## src/rf_defs.svh

```systemverilog
//////////////////////////////
// Register file defines
// Widths and depth of the SECDED protected register file
//////////////////////////////

`ifndef RF_DEFS_SVH
`define RF_DEFS_SVH

// Data word and register address
`define RF_DATA_W    32
`define RF_ADDR_W    5

// Six Hamming check bits plus overall parity
`define RF_CHK_W     7
`define RF_CW_W      39
`define RF_NUM_REGS  32

`endif
```

## src/rf_ecc_pkg.sv

```systemverilog
//////////////////////////////
// ECC types
// Stored codeword layout, syndrome and read status
//////////////////////////////

`include "rf_defs.svh"

package rf_ecc_pkg;

  // Bit 38 parity, bits 37..32 check, bits 31..0 data
  typedef struct packed {
    logic                    parity;
    logic [`RF_CHK_W-2:0]    check;
    logic [`RF_DATA_W-1:0]   data;
  } ecc_word_t;

  typedef logic [`RF_CHK_W-2:0] ecc_syndrome_t;

  typedef enum logic [1:0] {
    ECC_OK        = 2'd0,
    ECC_CORRECTED = 2'd1,
    ECC_FATAL     = 2'd2
  } ecc_status_e;

endpackage

```

## src/rf_bus_pkg.sv

```systemverilog
//////////////////////////////
// Bus port types
// Access sequencing state and store opcode
//////////////////////////////

package rf_bus_pkg;

  // Bus port sequencing
  typedef enum logic [1:0] {
    BUS_IDLE   = 2'd0,
    BUS_ACCESS = 2'd1,
    BUS_RESP   = 2'd2
  } bus_state_e;

  // Store access kind
  typedef enum logic {
    RF_OP_READ  = 1'b0,
    RF_OP_WRITE = 1'b1
  } rf_op_e;

endpackage

```

## src/rf_top.sv

```systemverilog
//////////////////////////////
// Register file top
// ECC protected registers behind a Wishbone port
//////////////////////////////

`timescale 1ns/100ps
`include "rf_defs.svh"

module rf_top (
  input  logic                  clk_i,
  input  logic                  rst_ni,
  input  logic                  fetch_enable_i,
  input  logic                  wb_cyc_i,
  input  logic                  wb_stb_i,
  input  logic                  wb_we_i,
  input  logic [`RF_ADDR_W-1:0] wb_adr_i,
  input  logic [`RF_DATA_W-1:0] wb_dat_i,
  output logic [`RF_DATA_W-1:0] wb_dat_o,
  output logic                  wb_ack_o,
  output logic                  wb_err_o,
  input  logic [`RF_CW_W-1:0]   inj_mask_i,
  output logic                  alert_minor_o,
  output logic                  alert_major_o,
  output logic [7:0]            err_count_o,
  output logic                  core_sleep_o
);

  logic                    req;
  rf_bus_pkg::rf_op_e      op;
  logic [`RF_ADDR_W-1:0]   addr;
  logic [`RF_DATA_W-1:0]   wdata;
  rf_ecc_pkg::ecc_word_t   rd_word;
  logic [`RF_DATA_W-1:0]   rd_data;
  rf_ecc_pkg::ecc_status_e rd_status;
  logic                    rd_valid;

  rf_bus_port u_bus_port (
    .clk_i          (clk_i),
    .rst_ni         (rst_ni),
    .fetch_enable_i (fetch_enable_i),
    .wb_cyc_i       (wb_cyc_i),
    .wb_stb_i       (wb_stb_i),
    .wb_we_i        (wb_we_i),
    .wb_adr_i       (wb_adr_i),
    .wb_dat_i       (wb_dat_i),
    .rd_data_i      (rd_data),
    .rd_status_i    (rd_status),
    .wb_dat_o       (wb_dat_o),
    .wb_ack_o       (wb_ack_o),
    .wb_err_o       (wb_err_o),
    .req_o          (req),
    .op_o           (op),
    .addr_o         (addr),
    .wdata_o        (wdata),
    .rd_valid_o     (rd_valid),
    .core_sleep_o   (core_sleep_o)
  );

  rf_ecc_store u_store (
    .clk_i      (clk_i),
    .rst_ni     (rst_ni),
    .req_i      (req),
    .op_i       (op),
    .addr_i     (addr),
    .wdata_i    (wdata),
    .inj_mask_i (inj_mask_i),
    .rd_word_o  (rd_word)
  );

  rf_ecc_check u_check (
    .rd_word_i   (rd_word),
    .rd_data_o   (rd_data),
    .rd_status_o (rd_status)
  );

  rf_alert u_alert (
    .clk_i         (clk_i),
    .rst_ni        (rst_ni),
    .rd_valid_i    (rd_valid),
    .rd_status_i   (rd_status),
    .alert_minor_o (alert_minor_o),
    .alert_major_o (alert_major_o),
    .err_count_o   (err_count_o)
  );

endmodule

```

## src/rf_alert.sv

```systemverilog
//////////////////////////////
// Alert unit
// Minor and major alerts, corrected error count
//////////////////////////////

`timescale 1ns/100ps

module rf_alert (
  input  logic                    clk_i,
  input  logic                    rst_ni,
  input  logic                    rd_valid_i,
  input  rf_ecc_pkg::ecc_status_e rd_status_i,
  output logic                    alert_minor_o,
  output logic                    alert_major_o,
  output logic [7:0]              err_count_o
);

  logic                    valid_q;
  rf_ecc_pkg::ecc_status_e status_q;
  logic                    minor_hit, major_hit;
  logic                    alert_minor_q, alert_major_q;
  logic [7:0]              err_count_q;

  // First stage samples alongside the ack, outputs follow a cycle later
  assign minor_hit = valid_q & (status_q == rf_ecc_pkg::ECC_CORRECTED);
  assign major_hit = valid_q & (status_q == rf_ecc_pkg::ECC_FATAL);

  always_ff @(posedge clk_i or negedge rst_ni) begin
    if (!rst_ni) begin
      valid_q       <= 1'b0;
      status_q      <= rf_ecc_pkg::ECC_OK;
      alert_minor_q <= 1'b0;
      alert_major_q <= 1'b0;
      err_count_q   <= '0;
    end else begin
      valid_q       <= rd_valid_i;
      status_q      <= rd_status_i;
      alert_minor_q <= minor_hit;
      alert_major_q <= alert_major_q | major_hit;
      if (minor_hit && (err_count_q != 8'hff)) begin
        err_count_q <= err_count_q + 8'd1;
      end
    end
  end

  assign alert_minor_o = alert_minor_q;
  assign alert_major_o = alert_major_q;
  assign err_count_o   = err_count_q;

endmodule

```

## src/rf_ecc_check.sv

```systemverilog
//////////////////////////////
// ECC check
// Syndrome decode, single-bit repair, error class
//////////////////////////////

`timescale 1ns/100ps
`include "rf_defs.svh"

module rf_ecc_check (
  input  rf_ecc_pkg::ecc_word_t   rd_word_i,
  output logic [`RF_DATA_W-1:0]   rd_data_o,
  output rf_ecc_pkg::ecc_status_e rd_status_o
);

  rf_ecc_pkg::ecc_syndrome_t pos_tab [`RF_DATA_W];
  rf_ecc_pkg::ecc_syndrome_t walk;
  rf_ecc_pkg::ecc_syndrome_t syndrome;
  logic [`RF_DATA_W-1:0]     flip_mask;
  logic                      parity_err;

  // Codeword position of each data bit, skipping check bit slots
  always_comb begin
    walk = 6'd2;
    for (int i = 0; i < `RF_DATA_W; i++) begin
      walk = walk + 6'd1;
      if ((walk & (walk - 6'd1)) == 6'd0) begin
        walk = walk + 6'd1;
      end
      pos_tab[i] = walk;
    end
  end

  //////////////////////////////
  // Syndrome
  //////////////////////////////

  // Stored check bits against the positions of the set data bits
  always_comb begin
    syndrome = rd_word_i.check;
    for (int i = 0; i < `RF_DATA_W; i++) begin
      if (rd_word_i.data[i]) begin
        syndrome = syndrome ^ pos_tab[i];
      end
    end
  end

  // Even parity over all 39 bits
  assign parity_err = ^rd_word_i;

  //////////////////////////////
  // Repair and classify
  //////////////////////////////

  // Flip only on an odd error count; check bit hits match no data slot
  always_comb begin
    for (int i = 0; i < `RF_DATA_W; i++) begin
      flip_mask[i] = parity_err & (pos_tab[i] == syndrome);
    end
  end

  assign rd_data_o = rd_word_i.data ^ flip_mask;

  always_comb begin
    if (parity_err) begin
      rd_status_o = rf_ecc_pkg::ECC_CORRECTED;
    end else if (syndrome != '0) begin
      // Double error, raw data goes back
      rd_status_o = rf_ecc_pkg::ECC_FATAL;
    end else begin
      rd_status_o = rf_ecc_pkg::ECC_OK;
    end
  end

endmodule

```

## src/rf_ecc_store.sv

```systemverilog
//////////////////////////////
// ECC register store
// SECDED encode, fault injection and codeword array
//////////////////////////////

`timescale 1ns/100ps
`include "rf_defs.svh"

module rf_ecc_store (
  input  logic                   clk_i,
  input  logic                   rst_ni,
  input  logic                   req_i,
  input  rf_bus_pkg::rf_op_e     op_i,
  input  logic [`RF_ADDR_W-1:0]  addr_i,
  input  logic [`RF_DATA_W-1:0]  wdata_i,
  input  logic [`RF_CW_W-1:0]    inj_mask_i,
  output rf_ecc_pkg::ecc_word_t  rd_word_o
);

  rf_ecc_pkg::ecc_word_t     mem_q [`RF_NUM_REGS];
  rf_ecc_pkg::ecc_word_t     enc_word, wr_word, rd_word_q;
  rf_ecc_pkg::ecc_syndrome_t chk, pos;
  logic                      wr_en, rd_en;

  //////////////////////////////
  // Encoder
  //////////////////////////////

  // Data bits sit on the non power of two positions 3, 5, 6, 7, 9 ... 38;
  // check bits are the XOR of the positions of all set data bits
  always_comb begin
    chk = '0;
    pos = 6'd2;
    for (int i = 0; i < `RF_DATA_W; i++) begin
      pos = pos + 6'd1;
      if ((pos & (pos - 6'd1)) == 6'd0) begin
        pos = pos + 6'd1;
      end
      if (wdata_i[i]) begin
        chk = chk ^ pos;
      end
    end
  end

  always_comb begin
    enc_word.data   = wdata_i;
    enc_word.check  = chk;
    enc_word.parity = ^{chk, wdata_i};
  end

  // Injected faults land in the stored word
  assign wr_word = enc_word ^ inj_mask_i;

  //////////////////////////////
  // Array
  //////////////////////////////

  assign wr_en = req_i & (op_i == rf_bus_pkg::RF_OP_WRITE) & (addr_i != '0);
  assign rd_en = req_i & (op_i == rf_bus_pkg::RF_OP_READ);

  always_ff @(posedge clk_i or negedge rst_ni) begin
    if (!rst_ni) begin
      for (int i = 0; i < `RF_NUM_REGS; i++) begin
        mem_q[i] <= '0;
      end
      rd_word_q <= '0;
    end else begin
      if (wr_en) begin
        mem_q[addr_i] <= wr_word;
      end
      if (rd_en) begin
        rd_word_q <= mem_q[addr_i];
      end
    end
  end

  assign rd_word_o = rd_word_q;

endmodule

```

## src/rf_bus_port.sv

```systemverilog
//////////////////////////////
// Register file bus port
// Wishbone classic slave, one store access per bus cycle
//////////////////////////////

`timescale 1ns/100ps
`include "rf_defs.svh"

module rf_bus_port (
  input  logic                    clk_i,
  input  logic                    rst_ni,
  input  logic                    fetch_enable_i,
  input  logic                    wb_cyc_i,
  input  logic                    wb_stb_i,
  input  logic                    wb_we_i,
  input  logic [`RF_ADDR_W-1:0]   wb_adr_i,
  input  logic [`RF_DATA_W-1:0]   wb_dat_i,
  input  logic [`RF_DATA_W-1:0]   rd_data_i,
  input  rf_ecc_pkg::ecc_status_e rd_status_i,
  output logic [`RF_DATA_W-1:0]   wb_dat_o,
  output logic                    wb_ack_o,
  output logic                    wb_err_o,
  output logic                    req_o,
  output rf_bus_pkg::rf_op_e      op_o,
  output logic [`RF_ADDR_W-1:0]   addr_o,
  output logic [`RF_DATA_W-1:0]   wdata_o,
  output logic                    rd_valid_o,
  output logic                    core_sleep_o
);

  rf_bus_pkg::bus_state_e state_q, state_d;
  rf_bus_pkg::rf_op_e     op_q;
  logic                   fetch_enable_q;
  logic                   accept;
  logic                   resp_ack, resp_err;
  logic                   ack_q, err_q;
  logic [`RF_ADDR_W-1:0]  addr_q;
  logic [`RF_DATA_W-1:0]  wdata_q, dat_q;

  // Set once, cleared only by reset
  always_ff @(posedge clk_i or negedge rst_ni) begin
    if (!rst_ni) begin
      fetch_enable_q <= 1'b0;
    end else if (fetch_enable_i) begin
      fetch_enable_q <= 1'b1;
    end
  end

  // Blocked while the previous ack or err is still on the bus
  assign accept = fetch_enable_q & wb_cyc_i & wb_stb_i & ~wb_ack_o & ~wb_err_o &
                  (state_q == rf_bus_pkg::BUS_IDLE);

  always_comb begin
    state_d = state_q;
    unique case (state_q)
      rf_bus_pkg::BUS_IDLE:   if (accept) state_d = rf_bus_pkg::BUS_ACCESS;
      rf_bus_pkg::BUS_ACCESS: state_d = rf_bus_pkg::BUS_RESP;
      rf_bus_pkg::BUS_RESP:   state_d = rf_bus_pkg::BUS_IDLE;
      default:                state_d = rf_bus_pkg::BUS_IDLE;
    endcase
  end

  assign rd_valid_o = (state_q == rf_bus_pkg::BUS_RESP) & (op_q == rf_bus_pkg::RF_OP_READ);
  assign resp_err   = rd_valid_o & (rd_status_i == rf_ecc_pkg::ECC_FATAL);
  assign resp_ack   = (state_q == rf_bus_pkg::BUS_RESP) & ~resp_err;

  always_ff @(posedge clk_i or negedge rst_ni) begin
    if (!rst_ni) begin
      state_q <= rf_bus_pkg::BUS_IDLE;
      op_q    <= rf_bus_pkg::RF_OP_READ;
      ack_q   <= 1'b0;
      err_q   <= 1'b0;
    end else begin
      state_q <= state_d;
      ack_q   <= resp_ack;
      err_q   <= resp_err;
      if (accept) begin
        op_q <= wb_we_i ? rf_bus_pkg::RF_OP_WRITE : rf_bus_pkg::RF_OP_READ;
      end
    end
  end

  always_ff @(posedge clk_i) begin
    if (accept) begin
      addr_q  <= wb_adr_i;
      wdata_q <= wb_dat_i;
    end
    if (state_q == rf_bus_pkg::BUS_RESP) begin
      dat_q <= rd_valid_o ? rd_data_i : '0;
    end
  end

  assign req_o        = (state_q == rf_bus_pkg::BUS_ACCESS);
  assign op_o         = op_q;
  assign addr_o       = addr_q;
  assign wdata_o      = wdata_q;
  assign wb_dat_o     = dat_q;
  assign wb_ack_o     = ack_q;
  assign wb_err_o     = err_q;
  assign core_sleep_o = ~fetch_enable_q | ((state_q == rf_bus_pkg::BUS_IDLE) & ~wb_cyc_i);

endmodule

```

## config.mk

```make
export PLATFORM = sky130hd
export DESIGN_NAME = rf_top
export DESIGN_NICKNAME = d
export VERILOG_FILES = /design/src/rf_ecc_pkg.sv /design/src/rf_bus_pkg.sv /design/src/rf_top.sv /design/src/rf_alert.sv /design/src/rf_ecc_check.sv /design/src/rf_ecc_store.sv /design/src/rf_bus_port.sv
export VERILOG_INCLUDE_DIRS = /design/src
export SDC_FILE = /design/constraint.sdc
export NUM_CORES = 2
export LEC_CHECK = 0
export BUFFER_PORTS_ARGS = -buffer_cell sky130_fd_sc_hd__buf_2
export CORE_ASPECT_RATIO = 0.7
export CORE_UTILIZATION = 38
export DETAILED_ROUTE_END_ITERATION = 8
export GPL_TIMING_DRIVEN = 1
export RECOVER_POWER = 100
export SETUP_SLACK_MARGIN = 0.05
export SLEW_MARGIN = 30
export SYNTH_ARGS = -nofsm -noshare
export SYNTH_HDL_FRONTEND = slang
export SYNTH_SLANG_ARGS = --single-unit
export TNS_END_PERCENT = 20
```

## constraint.sdc

```tcl
create_clock -name clk_i -period 6.7 [get_ports clk_i]
set_clock_uncertainty 0.1 [all_clocks]
set_input_delay 1.34 -clock clk_i [delete_from_list [all_inputs] [get_ports clk_i]]
set_output_delay 1.34 -clock clk_i [all_outputs]
set_load 0.01 [all_outputs]
```

### Yosys cells after proc, flatten, opt, wreduce, memory -nomap -nowiden

Cells that the tools add are included.
W data, S select, Z words.

| operators by class | value |
|---|---|
| add/sub/neg operators | 1 |
| $lt $le $gt $ge | 2 |
| equality and inequality tests | 39 |
| mux-type cells | 75 |
| bitwise operators | 120 |
| reductions and logical operators | 7 |

Operators with widths:

| operator | number |
|---|---|
| $bwmux W1248 | 1 |
| $bmux W39 S5 | 1 |
| $demux W39 S5 | 1 |
| $mux W5 | 30 |
| $mux W39 | 3 |
| $eq A5 B6 Y1 const A | 15 |
| $not A3 Y3 | 26 |
| $mux W6 | 12 |
| $mux W4 | 14 |
| $not A2 Y2 | 24 |
| $and A1 B1 Y1 | 46 |
| $eq A4 B6 Y1 const A | 7 |
| $not A4 Y4 | 10 |
| $reduce_xor A39 Y1 | 1 |
| $xor A39 B39 Y39 | 1 |
| $reduce_xor A38 Y1 | 1 |
| $eq A6 B6 Y1 const A | 6 |
| $xor A32 B32 Y32 | 1 |
| $eq A3 B6 Y1 const A | 3 |
| $mux W3 | 6 |
| $mux W2 | 5 |
| $not A5 Y5 | 2 |
| $add A8 B1 Y8 const B | 1 |
| $ne A8 B8 Y1 const B | 1 |
| other kinds (16) | 26 |

| word-level totals | value |
|---|---|
| register bits after elaboration | 1,375 |
| output and inout port bits | 45 |

### Logic depth before layout (Yosys ltp)

| logic depth | value |
|---|---|
| word-level depth | 71 |
| gate-level depth with buffers | 10 |

### By module

From an unflattened synthesis, not the netlist that was laid out.

| unflattened totals | value |
|---|---|
| cells, all modules | 5,395 |
| area total of the unflattened synthesis | 60,192.7 um^2 |

Modules (own cells, without submodules):

| module | instances | cells each | area each (um^2) |
|---|---|---|---|
| rf_ecc_store | 1 | 5,081 | 55,637.1 |
| rf_bus_port | 1 | 123 | 2,563.7 |
| rf_ecc_check | 1 | 150 | 1,458.9 |
| rf_alert | 1 | 41 | 533.0 |

### Worst setup path before layout

Ideal clock, no wire load.

| path | value |
|---|---|
| path type | flip-flop to flip-flop |
| start point | register u_store.rd_word_q, in the netlist u_store.rd_word_o[10] |
| end point | register u_bus_port.dat_q[6], in the netlist u_bus_port.wb_dat_o[6], data pin |
| arrival | 2.925 ns |
| data required time | 6.453 ns |
| path slack | 3.528 ns |
| cell stages (with the launch flop) | 10 |
| buffers on the path | 2 |
| period minus slack after synthesis | 3.172 ns |
| path through | dfrtp_1 clkbuf_1 xnor3_2 xor3_1 xnor3_1 xnor3_1 or4b_1 buf_2 or3_1 a21oi_1 |

| between the ends | value |
|---|---|
| cells in the longest elaborated chain, start to end | 36 |
| elaborated cells between the ends (all ways) | 47 |

Ends and longest elaborated chain:

| what | RTL line | text |
|---|---|---|
| start: declaration | rf_ecc_store.sv:21 | `rf_ecc_pkg::ecc_word_t enc_word, wr_word, rd_word_q;` |
| start signal: assignment | rf_ecc_store.sv:72 | `rd_word_q <= mem_q[addr_i];` |
| $mux W4 | rf_ecc_check.sv:41 | `if (rd_word_i.data[i]) begin` |
| $not A2 Y2 (no line) or $mux W5 (tied branches) | -- |  |
| $mux W5 or $not A2 Y2 (tied branches) | -- |  |
| $mux W5 | rf_ecc_check.sv:41 |  |
| $not A3 Y3 (no line) or $not A2 Y2 (tied branches) | -- |  |
| $mux W5 | rf_ecc_check.sv:41 |  |
| $mux W5 or $not A3 Y3 (tied branches) | -- |  |
| $not A3 Y3 (no line) or $mux W5 (tied branches) | -- |  |
| [20 not listed] | -- |  |
| $mux W6 | rf_ecc_check.sv:41 |  |
| $mux W6 or $not A3 Y3 (tied branches) | -- |  |
| $not A3 Y3 (no line) or $mux W6 (tied branches) | -- |  |
| $mux W6 or $not A3 Y3 (tied branches) | -- |  |
| $mux W6 | rf_ecc_check.sv:41 |  |
| $eq A4 B6 Y1 | rf_ecc_check.sv:57 | `flip_mask[i] = parity_err & (pos_tab[i] == syndrome);` |
| $and A1 B1 Y1 * | rf_ecc_check.sv:57 |  |
| $xor A32 B32 Y32 * | rf_ecc_check.sv:61 | `assign rd_data_o = rd_word_i.data ^ flip_mask;` |
| end signal: assignment | rf_bus_port.sv:89 | `dat_q <= rd_valid_o ? rd_data_i : '0;` |
| end: declaration | rf_bus_port.sv:38 | `` logic [`RF_DATA_W-1:0] wdata_q, dat_q; `` |

Mark *: on every way between the ends. The rest lies on a longest branch, timed or not.
A chain may end at the register's enable or synchronous reset.

### Final worst setup path

| path | value |
|---|---|
| start point | register u_bus_port.addr_q[3], in the netlist u_bus_port.addr_o[3] |
| end point | register u_store.mem_q[439] in the netlist's numbering |

| between the ends | value |
|---|---|
| cells in the longest elaborated chain, start to end | 6 |
| elaborated cells between the ends (all ways) | 9 |

Ends and longest elaborated chain:

| what | RTL line | text |
|---|---|---|
| start: declaration | rf_bus_port.sv:37 | `` logic [`RF_ADDR_W-1:0] addr_q; `` |
| start signal: assignment | rf_bus_port.sv:85 | `addr_q <= wb_adr_i;` |
| $not A5 Y6 (implied by the code) | rf_ecc_store.sv:69 | `mem_q[addr_i] <= wr_word;` |
| $ge A6 B6 Y1 (implied by the code) or $lt A6 B1 Y1 (tied branches) | rf_ecc_store.sv:69 |  |
| $logic_and A1 B1 Y1 (implied by the code) | rf_ecc_store.sv:69 |  |
| $mux W39 (implied by the code) | rf_ecc_store.sv:69 |  |
| $demux W39 S5 | rf_ecc_store.sv:69 |  |
| $bwmux W1248 | rf_ecc_store.sv:69 |  |
| end signal: indexed assignment | rf_ecc_store.sv:69 |  |
| end: declaration | rf_ecc_store.sv:20 | `` rf_ecc_pkg::ecc_word_t mem_q [`RF_NUM_REGS]; `` |

Several ways; a longest one is shown, not always the timed one.

==> flow_summary.json <==
{
  "outcome": "complete, but fails checks",
  "violations": "max-capacitance violations, max-slew violations",
  "grt_pass1_wl_um": 274000,
  "ys_ff_latch": 1375,
  "syn_area_mm2": 0.0599,
  "syn_nets": 5432,
  "port_buffers": 126,
  "power_density_mw_per_mm2": 407,
  "via_count": 41100,
  "fmax_mhz": 185,
  "crit_top_cell": "clkbuf_1",
  "tightestPinTransition_ns": 3.71,
  "crit_path_max_fanout": 46,
  "synth_edf_count": 69,
  "htreeDepth": 4,
  "ir_worst_vdd_uv": 709,
  "ys_seq_area_share_pct": 58.0,
  "wl_per_cell_um": 24.9,
  "firstDrtPassIters": 5,
  "placedCellCount": 7140,
  "fin_nets": 5275,
  "swShare_pct": 35.6,
  "cp.arrival_ns": 5.94,
  "critPathBufInv": 3,
  "viasPerCell": 5.56,
  "cts_tree": "yes",
  "gp_routability_congestion": 0.819,
  "p_leak_nw": 29.4,
  "stdcell_count": 7394,
  "grt-ovfl-total": 0,
  "pwr-share-seq_pct": 40.0,
  "insertion_delay_ns": 0.79,
  "yosysMostFrequentCell": "dfrtp_1",
  "async_flop_share_pct": 95.0,
  "setup_viol": 0,
  "cap_violations": 21,
  "yosysUniqueCellTypes": 54,
  "worstSetupPathType": "reg2reg",
  "worst_hold_path_type": "reg2reg",
  "synth_area_leader_cell": "dfrtp_1",
  "ys_top_cells_by_count": "1306 x dfrtp_1, 1215 x nand2_1, 1191 x o21ai_0",
  "drive_gt1_share_pct": 15.7,
  "dieArea_mm2": 0.159,
  "cts_resized": 0,
  "drt-total-wl_um": 184000,
  "hold_violations": 0,
  "cts_buffer_depth": 3,
  "synth_top_area_share_pct": 54.5,
  "critPathTopFamily": "buffers and inverters",
  "track_usage_pct": 23.2,
  "fin_crit_sh_pct": 80.6,
  "critPathRequiredTime_ns": 7.24,
  "post_cts_buffers": 0,
  "p_comb_share_pct": 30.5,
  "antenna_found_initial": 3,
  "synth_ff_type": "dfrtp_1",
  "cts_hold_buf": 0,
  "crit_path_end_kind": "flop",
  "slowest_stage": "clkbuf_2",
  "clk_pin_slew_ns": 0.06,
  "synthCells": 5349,
  "p_switching_mw": 9.77,
  "relSlewSlack_pct": -147,
  "ios": 127,
  "crit_chain": "clkbuf_1 -> nor2b_1 -> clkbuf_1 -> and2_2 -> nand2_4 -> clkbuf_2 -> o21ai_0",
  "synth_warnings": 0,
  "cp-start-kind": "flop",
  "rows": 121,
  "die_x_um": 477,
  "grt_pass1_vias": 40000,
  "cp_slowest_stage_delay_ns": 0.96,
  "drc": 0,
  "ant_nets": 0,
  "grt_max_degree": 180,
  "start_util_pct": 38.4,
  "die_y_um": 334,
  "cts_buffers": 139,
  "p_clk_share_pct": 29.5,
  "cts.sinks": 1375,
  "core_mm2": 0.156,
  "area_growth_syn_to_layout_pct": 12.6,
  "drtIter0Drc": 4401,
  "rsz0062_at_grt": "no",
  "period_minus_slack_ns": 5.40,
  "synth_area_leaders": "dfrtp_1 55%, mux4_2 12%, o21ai_0 9.9%",
  "slew_viol_final": 897,
  "avgSynthCellArea_um2": 11.2,
  "setup_tns_ns": 0,
  "place_hpwl_um": 109000,
  "cts_root_buffer": "clkbuf_16",
  "internal_power_mw": 17.7
}
-- power by group through the flow --
stage	logic, mW	registers [mW]	clock network, mW
after floorplan	6.48	10.7	0
after global placement	8.00	11.0	0
after detailed placement	8.27	11.1	0
after CTS	8.31	10.9	8.24
after global routing	9.10	11.1	8.56
final	8.37	11.0	8.11
-- cell usage in the layout (no fill, tap or decap), types with 36 or more instances in the layout --
cell / count
nand2_1: 1197
mux4_2: 326
clkbuf_8: 36
edfxtp_1: 69
mux2i_1: 38
dfrtp_1: 1306
buf_4: 69
o21ai_0: 1191
mux2_2: 43
clkbuf_1: 103
a21oi_1: 123
clkbuf_16: 144
buf_2: 69
xnor2_1: 86
nor2_1: 111
-- final timing paths --
| check | start | endpoint | slack [ns] | depth (start not counted) |
|---|---|---|---|---|
| worst min-delay path | u_store.mem_q[1238]$_DFFE_PN0P_ | u_store.mem_q[1238]$_DFFE_PN0P_ | 0.27 | 0 |
| worst max register to register | u_bus_port.addr_o[3]$_DFFE_PP_ | u_store.mem_q[439]$_DFFE_PN0P_ | 1.30 | 7 |
| worst max-delay path | u_bus_port.addr_o[3]$_DFFE_PP_ | u_store.mem_q[439]$_DFFE_PN0P_ | 1.30 | 7 |
| min in group asynchronous | rst_ni | u_store.mem_q[473]$_DFFE_PN0P_ | 1.67 | 1 |
| worst min register to register | u_store.mem_q[1238]$_DFFE_PN0P_ | u_store.mem_q[1238]$_DFFE_PN0P_ | 0.27 | 0 |
| max in group asynchronous | rst_ni | u_store.mem_q[447]$_DFFE_PN0P_ | 2.04 | 2 |
-- layout make-up --
type	instances	area [µm²]
multi-input cells	3437	23800
clock inverters	34	468
clock buffers	214	4230
flip-flops and latches	1375	34800
diodes	4	10.0
repair buffers	236	1560
inverters	3	11.3
fillers	14500	88500
well taps	2091	2620
-- worst reg2reg max path, cell delays in order (launching register included) --
cell      delay (ns)
edfxtp_1        0.46
clkbuf_1        0.68
nor2b_1         0.58
clkbuf_1        0.62
and2_2          0.82
nand2_4         0.50
clkbuf_2        0.96
o21ai_0         0.55
-- cells by family after synthesis --
logic type | synth area share (%)
and+or+nand+nor | 9.47
AOI/OAI and AO/OA | 12.4
DFF | 58.0
buffers and inverters | 3.40
muxes | 13.7
xor gates and xnor gates | 2.99
adders and majority gates | 0.0209
-- flip-flops by register name (all words and copies together), names as in the netlist --
register,count
u_store.mem_q,1248
u_store.rd_word_o,39
u_bus_port.wb_dat_o,32
u_bus_port.wdata_o,32
u_alert.err_count_o,8
u_bus_port.addr_o,5
u_alert.status_q,2
u_bus_port.state_q,2
u_alert.alert_major_o,1
u_alert.alert_minor_o,1
u_alert.valid_q,1
u_bus_port.fetch_enable_q,1
u_bus_port.op_o,1
u_bus_port.wb_ack_o,1
u_bus_port.wb_err_o,1
-- through the flow --
stage	area [µm²]	setup slack [ns]	hold slack [ns]	power [mW]	util, %
2_1_floorplan	59900	3.53	0.313	17.2	-
3_3_place_gp	62800	2.58	0.260	19.0	40.3
3_5_place_dp	63000	2.71	0.263	19.4	40.4
4_1_cts	67700	2.68	0.277	27.5	43.4
5_1_grt	67400	1.33	0.284	28.8	43.3
6_report	67400	1.30	0.272	27.5	43.3
-- layer usage --
| metal | wire (µm) | vias to the layer above | share of wire, % | global-route usage (%) |
|---|---|---|---|---|
| met4 | 4590 | 0 | 2.5 | 7.02 |
| li1 | - | 18200 | - | - |
| met3 | 15800 | 260 | 8.6 | 5.55 |
| met2 | 80900 | 1470 | 44 | 34.4 |
| met1 | 82600 | 21100 | 45 | 33.8 |
| met5 | 0 | - | 0 | 0 |
No activity file was read; power rests on OpenSTA's default activity.
